===== config.mk =====
export PLATFORM = sky130hd
export DESIGN_NAME = corr_ctrl_top
export DESIGN_NICKNAME = d
export VERILOG_FILES = /design/src/verilog/corr_pkg.sv /design/src/verilog/cmd_parser.sv /design/src/verilog/corr_ctrl_top.sv /design/src/verilog/lag_sequencer.sv /design/src/verilog/line_config_ram.sv /design/src/verilog/uart_rx.sv /design/src/verilog/wb_arbiter.sv
export VERILOG_INCLUDE_DIRS = /design/src /design/src/verilog
export SDC_FILE = /design/constraint.sdc
export NUM_CORES = 2
export LEC_CHECK = 0
export ABC_AREA = 0
export ABC_CLOCK_PERIOD_IN_PS = 11500
export BUFFER_PORTS_ARGS = -buffer_cell sky130_fd_sc_hd__buf_2
export CORE_MARGIN = 2
export CORE_UTILIZATION = 32
export DETAILED_ROUTE_END_ITERATION = 16
export PLACE_DENSITY = 0.56
export SETUP_SLACK_MARGIN = 0.02
export SLEW_MARGIN = 20
export SYNTH_ARGS = -nofsm -noshare
export SYNTH_HDL_FRONTEND = slang
export SYNTH_SLANG_ARGS = --single-unit

===== constraint.sdc =====
create_clock -name clk -period 11.5 [get_ports clk]
set_clock_uncertainty 0.15 [all_clocks]
set_input_delay 0.575 -clock clk [delete_from_list [all_inputs] [get_ports clk]]
set_output_delay 0.575 -clock clk [all_outputs]
set_load 0.02 [all_outputs]

===== src/verilog/corr_macros.svh =====
`ifndef CORR_MACROS_SVH
`define CORR_MACROS_SVH

// Line count and per-line field widths.
`define CORR_NUM_LINES 16
`define CORR_START_W 20
`define CORR_LEN_W 20
`define CORR_INCR_W 12

// Clocks per bit are (baud code + 1) times this unit.
`define CORR_BAUD_UNIT 4

////////////////////////////////////////
// Command opcodes, low nibble of a byte.
////////////////////////////////////////
`define OP_CLEAR 4'd0
`define OP_SET_LINE 4'd1
`define OP_SET_FIELD 4'd2
`define OP_WRITE_NIBBLE 4'd3
`define OP_SET_BAUD 4'd4
`define OP_CAPTURE 4'd13

`endif


===== src/verilog/corr_pkg.sv =====
`include "corr_macros.svh"

package corr_pkg;

	typedef logic [$clog2(`CORR_NUM_LINES)-1:0] line_t;
	typedef logic [`CORR_START_W-1:0] lag_t;

	// One configuration memory word.
	typedef struct packed {
		logic [`CORR_START_W-1:0] start;
		logic [`CORR_LEN_W-1:0]   len;
		logic [`CORR_INCR_W-1:0]  incr;
	} cfg_word_t;

	typedef enum logic [1:0] {FIELD_START, FIELD_LEN, FIELD_INCR} field_t;

	typedef struct packed {
		logic      cyc;
		logic      stb;
		logic      we;
		line_t     adr;
		cfg_word_t dat;
	} wb_req_t;

	typedef struct packed {
		logic      ack;
		cfg_word_t dat;
	} wb_rsp_t;

	typedef struct packed {
		logic integrating;
		logic external_clock;
		logic timestamp_reset;
	} capture_t;

	typedef struct packed {
		line_t line;
		lag_t  lag;
	} lag_out_t;

	typedef enum logic [1:0] {P_IDLE, P_READ, P_WRITE} parser_state_t;
	typedef enum logic [1:0] {S_IDLE, S_READ, S_EMIT} seq_state_t;

endpackage


===== src/verilog/cmd_parser.sv =====
`timescale 1ns/1ps
`include "corr_macros.svh"

module cmd_parser (
	input  logic               clk,
	input  logic               rst_n,
	input  logic [7:0]         rx_byte,
	input  logic               byte_valid,
	output logic [3:0]         baud_code,
	output corr_pkg::capture_t capture,
	output corr_pkg::wb_req_t  wb_req,
	input  corr_pkg::wb_rsp_t  wb_rsp
);
	import corr_pkg::*;

	logic [3:0]            opcode;
	logic [3:0]            data;
	parser_state_t         state;
	line_t                 line;
	field_t                field;
	logic [1:0]            nib_idx;
	logic [3:0]            nib_val;
	logic                  nib_ok;
	logic                  cyc;
	logic                  we;
	line_t                 adr;
	cfg_word_t             wdat;
	cfg_word_t             merged;
	logic [`CORR_LEN_W-1:0] incr_wide;

	assign opcode = rx_byte[3:0];
	assign data = rx_byte[7:4];

	// stb follows cyc through both halves of a read-modify-write.
	assign wb_req = '{cyc: cyc, stb: cyc, we: we, adr: adr, dat: wdat};

	function automatic logic [`CORR_LEN_W-1:0] put_nibble(
		input logic [`CORR_LEN_W-1:0] value,
		input logic [1:0]             idx,
		input logic [3:0]             nib
	);
		logic [`CORR_LEN_W-1:0] res;
		res = value;
		res[idx*4 +: 4] = nib;
		return res;
	endfunction

	always_comb begin
		case (field)
			FIELD_START: nib_ok = (int'(nib_idx) * 4) < `CORR_START_W;
			FIELD_LEN:   nib_ok = (int'(nib_idx) * 4) < `CORR_LEN_W;
			FIELD_INCR:  nib_ok = (int'(nib_idx) * 4) < `CORR_INCR_W;
			default:     nib_ok = 1'b0;
		endcase
	end

	// New word from the read data.
	always_comb begin
		merged = wb_rsp.dat;
		incr_wide = put_nibble(`CORR_LEN_W'(wb_rsp.dat.incr), nib_idx, nib_val);
		case (field)
			FIELD_START: merged.start = put_nibble(wb_rsp.dat.start, nib_idx, nib_val);
			FIELD_LEN:   merged.len = put_nibble(wb_rsp.dat.len, nib_idx, nib_val);
			FIELD_INCR:  merged.incr = incr_wide[`CORR_INCR_W-1:0];
			default: ;
		endcase
	end

	always_ff @(posedge clk or negedge rst_n) begin
		if (!rst_n) begin
			state <= P_IDLE;
			line <= '0;
			field <= FIELD_START;
			nib_idx <= '0;
			baud_code <= '0;
			capture <= '{integrating: 1'b0, external_clock: 1'b0, timestamp_reset: 1'b1};
			cyc <= 1'b0;
			we <= 1'b0;
		end else begin
			////////////////////////////////////////
			// Register-only commands.
			////////////////////////////////////////
			if (byte_valid) begin
				case (opcode)
					`OP_SET_LINE: line <= line_t'(data);
					`OP_SET_FIELD: begin
						field <= field_t'(data[1:0]); // Code 3 selects nothing.
						nib_idx <= data[3:2];
					end
					`OP_SET_BAUD: baud_code <= data;
					`OP_CAPTURE: capture <= '{integrating: data[0],
						external_clock: data[1], timestamp_reset: data[2]};
					default: ;
				endcase
			end

			////////////////////////////////////////
			// Bus cycles.
			////////////////////////////////////////
			case (state)
				P_IDLE: begin
					if (byte_valid && opcode == `OP_CLEAR) begin
						cyc <= 1'b1;
						we <= 1'b1;
						state <= P_WRITE;
					end else if (byte_valid && opcode == `OP_WRITE_NIBBLE && nib_ok) begin
						cyc <= 1'b1;
						we <= 1'b0;
						state <= P_READ;
					end
				end
				P_READ: begin
					if (wb_rsp.ack) begin
						we <= 1'b1; // cyc stays up, nothing can slip in.
						state <= P_WRITE;
					end
				end
				P_WRITE: begin
					if (wb_rsp.ack) begin
						cyc <= 1'b0;
						we <= 1'b0;
						state <= P_IDLE;
					end
				end
				default: state <= P_IDLE;
			endcase
		end
	end

	always_ff @(posedge clk) begin
		if (state == P_IDLE && byte_valid) begin
			adr <= line;
			nib_val <= data;
			wdat <= '0; // Clear writes this as is.
		end
		if (state == P_READ && wb_rsp.ack)
			wdat <= merged;
	end

endmodule


===== src/verilog/corr_ctrl_top.sv =====
`timescale 1ns/1ps

module corr_ctrl_top (
	input  logic               clk,
	input  logic               rst_n,
	input  logic               serial_in,
	input  logic               step,
	output corr_pkg::capture_t capture,
	output logic               lag_valid,
	output corr_pkg::lag_out_t lag_out
);
	import corr_pkg::*;

	logic [7:0] rx_byte;
	logic       byte_valid;
	logic [3:0] baud_code;

	wb_req_t parser_req;
	wb_rsp_t parser_rsp;
	wb_req_t seq_req;
	wb_rsp_t seq_rsp;
	wb_req_t ram_req;
	wb_rsp_t ram_rsp;

	uart_rx i_uart_rx (
		.clk        (clk),
		.rst_n      (rst_n),
		.serial_in  (serial_in),
		.baud_code  (baud_code),
		.rx_byte    (rx_byte),
		.byte_valid (byte_valid)
	);

	cmd_parser i_cmd_parser (
		.clk        (clk),
		.rst_n      (rst_n),
		.rx_byte    (rx_byte),
		.byte_valid (byte_valid),
		.baud_code  (baud_code),
		.capture    (capture),
		.wb_req     (parser_req),
		.wb_rsp     (parser_rsp)
	);

	lag_sequencer i_lag_sequencer (
		.clk       (clk),
		.rst_n     (rst_n),
		.step      (step),
		.wb_req    (seq_req),
		.wb_rsp    (seq_rsp),
		.lag_valid (lag_valid),
		.lag_out   (lag_out)
	);

	// Parser on m0 wins ties.
	wb_arbiter i_wb_arbiter (
		.clk    (clk),
		.rst_n  (rst_n),
		.m0_req (parser_req),
		.m1_req (seq_req),
		.m0_rsp (parser_rsp),
		.m1_rsp (seq_rsp),
		.s_req  (ram_req),
		.s_rsp  (ram_rsp)
	);

	line_config_ram i_line_config_ram (
		.clk    (clk),
		.rst_n  (rst_n),
		.wb_req (ram_req),
		.wb_rsp (ram_rsp)
	);

endmodule


===== src/verilog/lag_sequencer.sv =====
`timescale 1ns/1ps
`include "corr_macros.svh"

module lag_sequencer (
	input  logic               clk,
	input  logic               rst_n,
	input  logic               step,
	output corr_pkg::wb_req_t  wb_req,
	input  corr_pkg::wb_rsp_t  wb_rsp,
	output logic               lag_valid,
	output corr_pkg::lag_out_t lag_out
);
	import corr_pkg::*;

	seq_state_t             state;
	line_t                  line;
	logic                   cyc;
	logic                   pending; // One step queued behind the running walk.
	logic [`CORR_LEN_W-1:0] offset [`CORR_NUM_LINES];
	cfg_word_t              cfg;
	logic [`CORR_LEN_W:0]   sum;
	logic [`CORR_LEN_W:0]   diff;
	logic [`CORR_LEN_W-1:0] next_offset;

	// One read cycle per line, so the parser can get in between lines.
	assign wb_req = '{cyc: cyc, stb: cyc, we: 1'b0, adr: line, dat: '0};

	always_comb begin
		sum = {1'b0, offset[line]} + (`CORR_LEN_W + 1)'(cfg.incr);
		diff = sum - {1'b0, cfg.len};
		if (cfg.len == '0)
			next_offset = '0;
		else if (sum >= {1'b0, cfg.len})
			next_offset = diff[`CORR_LEN_W-1:0]; // Wrap.
		else
			next_offset = sum[`CORR_LEN_W-1:0];
	end

	always_ff @(posedge clk or negedge rst_n) begin
		if (!rst_n) begin
			state <= S_IDLE;
			line <= '0;
			cyc <= 1'b0;
			pending <= 1'b0;
			lag_valid <= 1'b0;
			for (int i = 0; i < `CORR_NUM_LINES; i++)
				offset[i] <= '0;
		end else begin
			lag_valid <= 1'b0;
			if (step && state != S_IDLE)
				pending <= 1'b1;
			case (state)
				S_IDLE: begin
					if (step || pending) begin
						pending <= 1'b0;
						line <= '0;
						cyc <= 1'b1;
						state <= S_READ;
					end
				end
				S_READ: begin
					if (wb_rsp.ack) begin
						cyc <= 1'b0;
						lag_valid <= 1'b1;
						state <= S_EMIT;
					end
				end
				S_EMIT: begin
					offset[line] <= next_offset;
					if (line == line_t'(`CORR_NUM_LINES - 1)) begin
						state <= S_IDLE; // Walk done.
					end else begin
						line <= line + 1'b1;
						cyc <= 1'b1;
						state <= S_READ;
					end
				end
				default: state <= S_IDLE;
			endcase
		end
	end

	always_ff @(posedge clk) begin
		if (state == S_READ && wb_rsp.ack) begin
			cfg <= wb_rsp.dat;
			lag_out <= '{line: line, lag: wb_rsp.dat.start + offset[line]};
		end
	end

endmodule


===== src/verilog/line_config_ram.sv =====
`timescale 1ns/1ps
`include "corr_macros.svh"

module line_config_ram (
	input  logic              clk,
	input  logic              rst_n,
	input  corr_pkg::wb_req_t wb_req,
	output corr_pkg::wb_rsp_t wb_rsp
);
	import corr_pkg::*;

	cfg_word_t mem [`CORR_NUM_LINES];
	cfg_word_t rd_dat;
	logic      ack;
	logic      hit;

	// No second ack while stb stays up across the acked cycle.
	assign hit = wb_req.cyc & wb_req.stb & ~ack;

	assign wb_rsp = '{ack: ack, dat: rd_dat};

	always_ff @(posedge clk or negedge rst_n) begin
		if (!rst_n)
			ack <= 1'b0;
		else
			ack <= hit;
	end

	always_ff @(posedge clk) begin
		if (hit) begin
			if (wb_req.we)
				mem[wb_req.adr] <= wb_req.dat;
			rd_dat <= mem[wb_req.adr]; // Valid with ack.
		end
	end

endmodule


===== src/verilog/uart_rx.sv =====
`timescale 1ns/1ps
`include "corr_macros.svh"

module uart_rx (
	input  logic       clk,
	input  logic       rst_n,
	input  logic       serial_in,
	input  logic [3:0] baud_code,
	output logic [7:0] rx_byte,
	output logic       byte_valid
);

	logic [2:0] sync;     // [1] is the synchronized line, [2] its previous value.
	logic       rx_line;
	logic       start_edge;
	logic [7:0] period;
	logic       busy;
	logic [7:0] bit_clks; // Bit time latched at the start edge.
	logic [7:0] cnt;
	logic [3:0] bit_idx;  // 0 start bit, 1..8 data, 9 stop.
	logic [7:0] shift;

	assign rx_line = sync[1];
	assign start_edge = sync[2] & ~sync[1];
	assign period = (8'(baud_code) + 8'd1) * 8'(`CORR_BAUD_UNIT);

	always_ff @(posedge clk or negedge rst_n) begin
		if (!rst_n) begin
			sync <= 3'b111;
			busy <= 1'b0;
			bit_clks <= '0;
			cnt <= '0;
			bit_idx <= '0;
			byte_valid <= 1'b0;
		end else begin
			sync <= {sync[1:0], serial_in};
			byte_valid <= 1'b0;
			if (!busy) begin
				if (start_edge) begin
					busy <= 1'b1;
					bit_clks <= period;
					cnt <= {1'b0, period[7:1]} - 8'd1; // First sample at mid start bit.
					bit_idx <= '0;
				end
			end else if (cnt != '0) begin
				cnt <= cnt - 8'd1;
			end else begin
				cnt <= bit_clks - 8'd1;
				bit_idx <= bit_idx + 4'd1;
				if (bit_idx == 4'd0 && rx_line)
					busy <= 1'b0; // Glitch, not a start bit.
				if (bit_idx == 4'd9) begin
					busy <= 1'b0;
					byte_valid <= rx_line; // Bad stop bit drops the byte.
				end
			end
		end
	end

	// LSB first.
	always_ff @(posedge clk) begin
		if (busy && cnt == '0) begin
			if (bit_idx >= 4'd1 && bit_idx <= 4'd8)
				shift <= {rx_line, shift[7:1]};
			if (bit_idx == 4'd9)
				rx_byte <= shift;
		end
	end

endmodule


===== src/verilog/wb_arbiter.sv =====
`timescale 1ns/1ps

module wb_arbiter (
	input  logic              clk,
	input  logic              rst_n,
	input  corr_pkg::wb_req_t m0_req,
	input  corr_pkg::wb_req_t m1_req,
	output corr_pkg::wb_rsp_t m0_rsp,
	output corr_pkg::wb_rsp_t m1_rsp,
	output corr_pkg::wb_req_t s_req,
	input  corr_pkg::wb_rsp_t s_rsp
);

	logic granted;
	logic owner;     // 0 parser, 1 sequencer.
	logic owner_cyc;

	assign owner_cyc = owner ? m1_req.cyc : m0_req.cyc;

	// Grant holds until the owner drops cyc.
	always_ff @(posedge clk or negedge rst_n) begin
		if (!rst_n) begin
			granted <= 1'b0;
			owner <= 1'b0;
		end else if (!granted || !owner_cyc) begin
			if (m0_req.cyc) begin
				granted <= 1'b1;
				owner <= 1'b0;
			end else if (m1_req.cyc) begin
				granted <= 1'b1;
				owner <= 1'b1;
			end else begin
				granted <= 1'b0;
			end
		end
	end

	always_comb begin
		s_req = owner ? m1_req : m0_req;
		if (!granted) begin
			s_req.cyc = 1'b0;
			s_req.stb = 1'b0;
		end
		m0_rsp = s_rsp;
		m1_rsp = s_rsp;
		m0_rsp.ack = s_rsp.ack & granted & ~owner;
		m1_rsp.ack = s_rsp.ack & granted & owner; // Only the owner sees ack.
	end

endmodule


==> metrics.md <==
| Metric | Value |
|---|---|
| Status | finished, final reports clean |
| CP Cell Sequence | buf_4 -> buf_4 -> mux4_2 -> mux4_2 -> ha_1 -> nand4_1 -> a211oi_1 -> o211ai_2 -> xnor2_1 -> ha_1 -> a21o_1 -> a21o_1 -> a21oi_1 -> o21ai_0 -> a21o_1 -> or3_4 -> a32oi_2 -> o21ai_0 |
| Placement Rows | 156 |
| Grt ovf | 0 |
| Placer's final routability congestion estimate | 0.8756 |
| DP HPWL | 84,750 um |
| Hold worst-path end | i_lag_sequencer.pending |
| Setup CP Type | reg -> reg |
| Area grow syn2layout | 13.27% |
| Worst-path clk slew | 50 ps |
| Die W | 429.1 um |
| Average wire per standard cell | 24.50 um |
| Max_cap viols | 0 |
| Syn_nets | 3,819 |
| Mapped Area | 57,830 um2 |
| I/O pin total | 32 |
| Leakage | 24.87 nW |
| Final net count | 3,859 |
| Die ar. | 184,100 um2 |
| Tmin final | 7646 ps |
| Detail Route Antenna Nets | 0 |
| Clock power frac | 32.7% |
| Synth Flop Type | edfxtp_1 |
| Largest net degree at the start of global routing | 106 |
| Total chip power | 14.01 mW |
| Most common cell in the synthesized netlist | edfxtp_1 |
| Required time of the critical path | 11,910 ps |
| TritonRoute pass-1 iters | 5 |
| HP Start | step |
| Critical path fanouts, max | 37 |
| Core Region | 180,200 um2 |
| Finished Layout Cells | 6,265 |
| # setup viols final | 0 |
| RR Endpoint | i_lag_sequencer.offset[152] |
| Reg2reg start | i_lag_sequencer.line[0] |
| Least-Margin Pin Slew | 1169 ps |
| Rel. slew slack | 22.10% |
| Root buffer cell | clkbuf_16 |
| CP arrival | 8060 ps |
| CTS Buf Count | 145 |
| Path depth of the worst reg2reg path | 18 |
| Pre-CTS setup slack | 3816 ps |
| Psw | 4.496 mW |
| CTS H-Tree Depth | 4 |
| Post-DR vias/cell | 5.250 |
| FF+latch count, synth | 1,389 |
| Seq/Total Area, Yosys | 68.90% |
| Pwr Density | 213.9 nW/um2 |
| Final worst setup slack | 3854 ps |
| Share of layout cells above drive strength 1 | 17.72% |
| Clk sink count | 1,389 |
| Number of global-route vias before repair | 33,371 |
| Crit path capture type | flip-flop |
| Async SR Flop Fraction | 26.85% |
| Sw frac | 32.09% |
| Hold bufs inserted after CTS | 2 |
| Int Pwr | 9.515 mW |
| Synth top area share | 52.75% |
| TNS Setup | 0 ps |
| Mapped Cells | 3,739 |
| Clock buffer depth | 3 |
| Min-Delay Path Class | in -> reg |
| Tcrit/Tclk final | 66.49% |
| Cells resized by post-CTS repair | 0 |
| Yosys Warn Count | 0 |
| Worst setup SP type | flip-flop |
| Post-CTS setup buffers | 0 |
| Mean Syn Cell Area | 15.47 um2 |
| CP max stage cell | dfrtp_4 |
| Cells on Worst Hold Path | 3 |
| CTS tree | built |
| Final wirelength | 153,500 um |
| RSZ-0062 raised after global routing | no |
| First-pass GRT wire length | 228,100 um |
| IO buf count | 31 |
| CP bufs+invs | 2 |
| Number of synthesized flops with an enable pin | 1,016 |
| Yosys top cell by area | edfxtp_1 |
| Post-Place Cells | 6,000 |
| CP peak stage delay | 930 ps |
| Synth unique cells | 74 |
| Achievable Freq | 130.8 MHz |
| Slew Viols, Final | 0 |
| Final Core Density | 36.36% |
| DR DRC count | 0 |
| Clock latency on the worst-skew pair | 780 ps |
| CP top delay family | compound AO/OA/AOI/OAI gates |
| Total GRT Usage | 16.63% |
| Vias | 32,892 |
| Initial antenna violation count | 3 |
| Die height | 429.1 um |
| Synth top cells by count | 1,016 x edfxtp_1, 529 x nand2_1, 369 x dfrtp_1 |
| Logic pwr share | 24.0% |
| Initial drt markers | 2,960 |
| Worst path most repeated cell | a21o_1 |
| Initial Utilization | 32.10% |
| Reg-to-reg setup timing slack | 3850 ps |
| Fin. Hold Viols | 0 |
| Most area-consuming cells after synthesis | edfxtp_1 53%, dfrtp_1 16%, mux4_2 12%, nand2_1 3.4%, o21ai_0 2.9% |
| Max VDD drop | 0.1916 mV |
| Flop pwr share | 43.3% |
-- worst min-delay path, delay by kind of cell --
kind | cells | cell delay, ps
and+or+nand+nor | 2 | 170
buffers and inverters | 1 | 150
-- flip-flops by register name (all words and copies together) (netlist names), 2 cells and up --
| signal | count |
|---|---|
| i_uart_rx.bit_clks | 5 |
| i_cmd_parser.capture | 3 |
| i_cmd_parser.nib_idx | 2 |
| i_cmd_parser.line | 4 |
| i_uart_rx.shift | 8 |
| i_cmd_parser.baud_code | 4 |
| i_cmd_parser.wb_req | 52 |
| i_uart_rx.rx_byte | 8 |
| i_lag_sequencer.offset | 320 |
| i_line_config_ram.wb_rsp | 52 |
| i_cmd_parser.nib_val | 4 |
| i_uart_rx.sync | 3 |
| i_lag_sequencer.line | 4 |
| i_lag_sequencer.cfg | 32 |
| i_cmd_parser.field | 2 |
| i_lag_sequencer.lag_out | 24 |
| i_uart_rx.cnt | 8 |
| i_cmd_parser.adr | 4 |
| i_line_config_ram.mem | 832 |
| i_lag_sequencer.state | 2 |
| i_uart_rx.bit_idx | 4 |
| i_cmd_parser.state | 2 |
-- layout by cell type (no fill, tap or decap), types with 59 or more instances in the layout --
master,count
nand2_1,529
ha_1,73
nor2_1,80
a21oi_1,76
clkbuf_16,147
a211oi_1,59
nor2b_1,67
o21ai_0,338
buf_4,72
nand3_1,65
mux4_2,302
and2_1,63
dfrtp_1,365
edfxtp_1,1016
-- final cells by class --
cell class                 instances  area (um2)
clock inverter                    71       693.2
fill                           16878      114700
clock buffer                     191        3924
inverter                          59       221.5
multi-input combinational       2077       17080
tap                             2370        2965
timing repair buffer             107       757.0
antenna                            1       2.502
sequential                      1389       39860
-- per-stage QoR --
| stage | hold WS (ps) | instance area (um2) |
|---|---|---|
| floorplan | 129.4 | 57830 |
| global placement | 197.1 | 60840 |
| detailed placement | 198.8 | 60840 |
| CTS | 62.49 | 65480 |
| global route | 85.05 | 65500 |
| finish | 54.65 | 65510 |
-- metal layers --
| metal | vias up | routed length, um | part of all wire (%) | track usage [%] |
|---|---|---|---|---|
| li1 | 14296 | - | - | - |
| met1 | 17357 | 65280 | 43 | 22.44 |
| met2 | 965 | 75670 | 49 | 27.56 |
| met3 | 272 | 8324 | 5.4 | 2.586 |
| met4 | 2 | 4231 | 2.8 | 5.219 |
| met5 | - | 16 | 0.010 | 0 |
-- power groups by stage --
stage               clock [mW]  combinational [mW]  sequential, mW
finish                    4.58                3.37            6.07
global route              4.88                3.69            6.10
CTS                       4.67                3.37            6.07
detailed placement           0                3.36            6.17
global placement             0                3.36            6.17
floorplan                    0                2.41            6.00
-- how the worst max path moves through the flow --
stage / start / endpoint / slack, ps / cells past startpoint
after floorplan: i_wb_arbiter.owner / i_line_config_ram.mem[15][0] / 1910 / 7
after global placement: i_lag_sequencer.line[0] / i_lag_sequencer.offset[315] / 3890 / 20
after detailed placement: i_lag_sequencer.line[0] / i_lag_sequencer.offset[230] / 3820 / 19
after CTS: i_lag_sequencer.line[0] / i_lag_sequencer.offset[152] / 3810 / 18
after global routing: i_lag_sequencer.line[0] / i_lag_sequencer.offset[132] / 3340 / 18
final: i_lag_sequencer.line[0] / i_lag_sequencer.offset[152] / 3850 / 18
-- kinds of logic after synthesis --
kind of cell / synth area share, %
flip-flops: 68.90
adder cells (fa/ha/maj): 1.683
AO/OA/AOI/OAI: 6.451
buffers and inverters: 1.910
XOR/XNOR: 0.9389
multiplexers: 12.75
AND/OR/NAND/NOR: 7.367
Note: power is estimated with default switching activity, not from simulation.
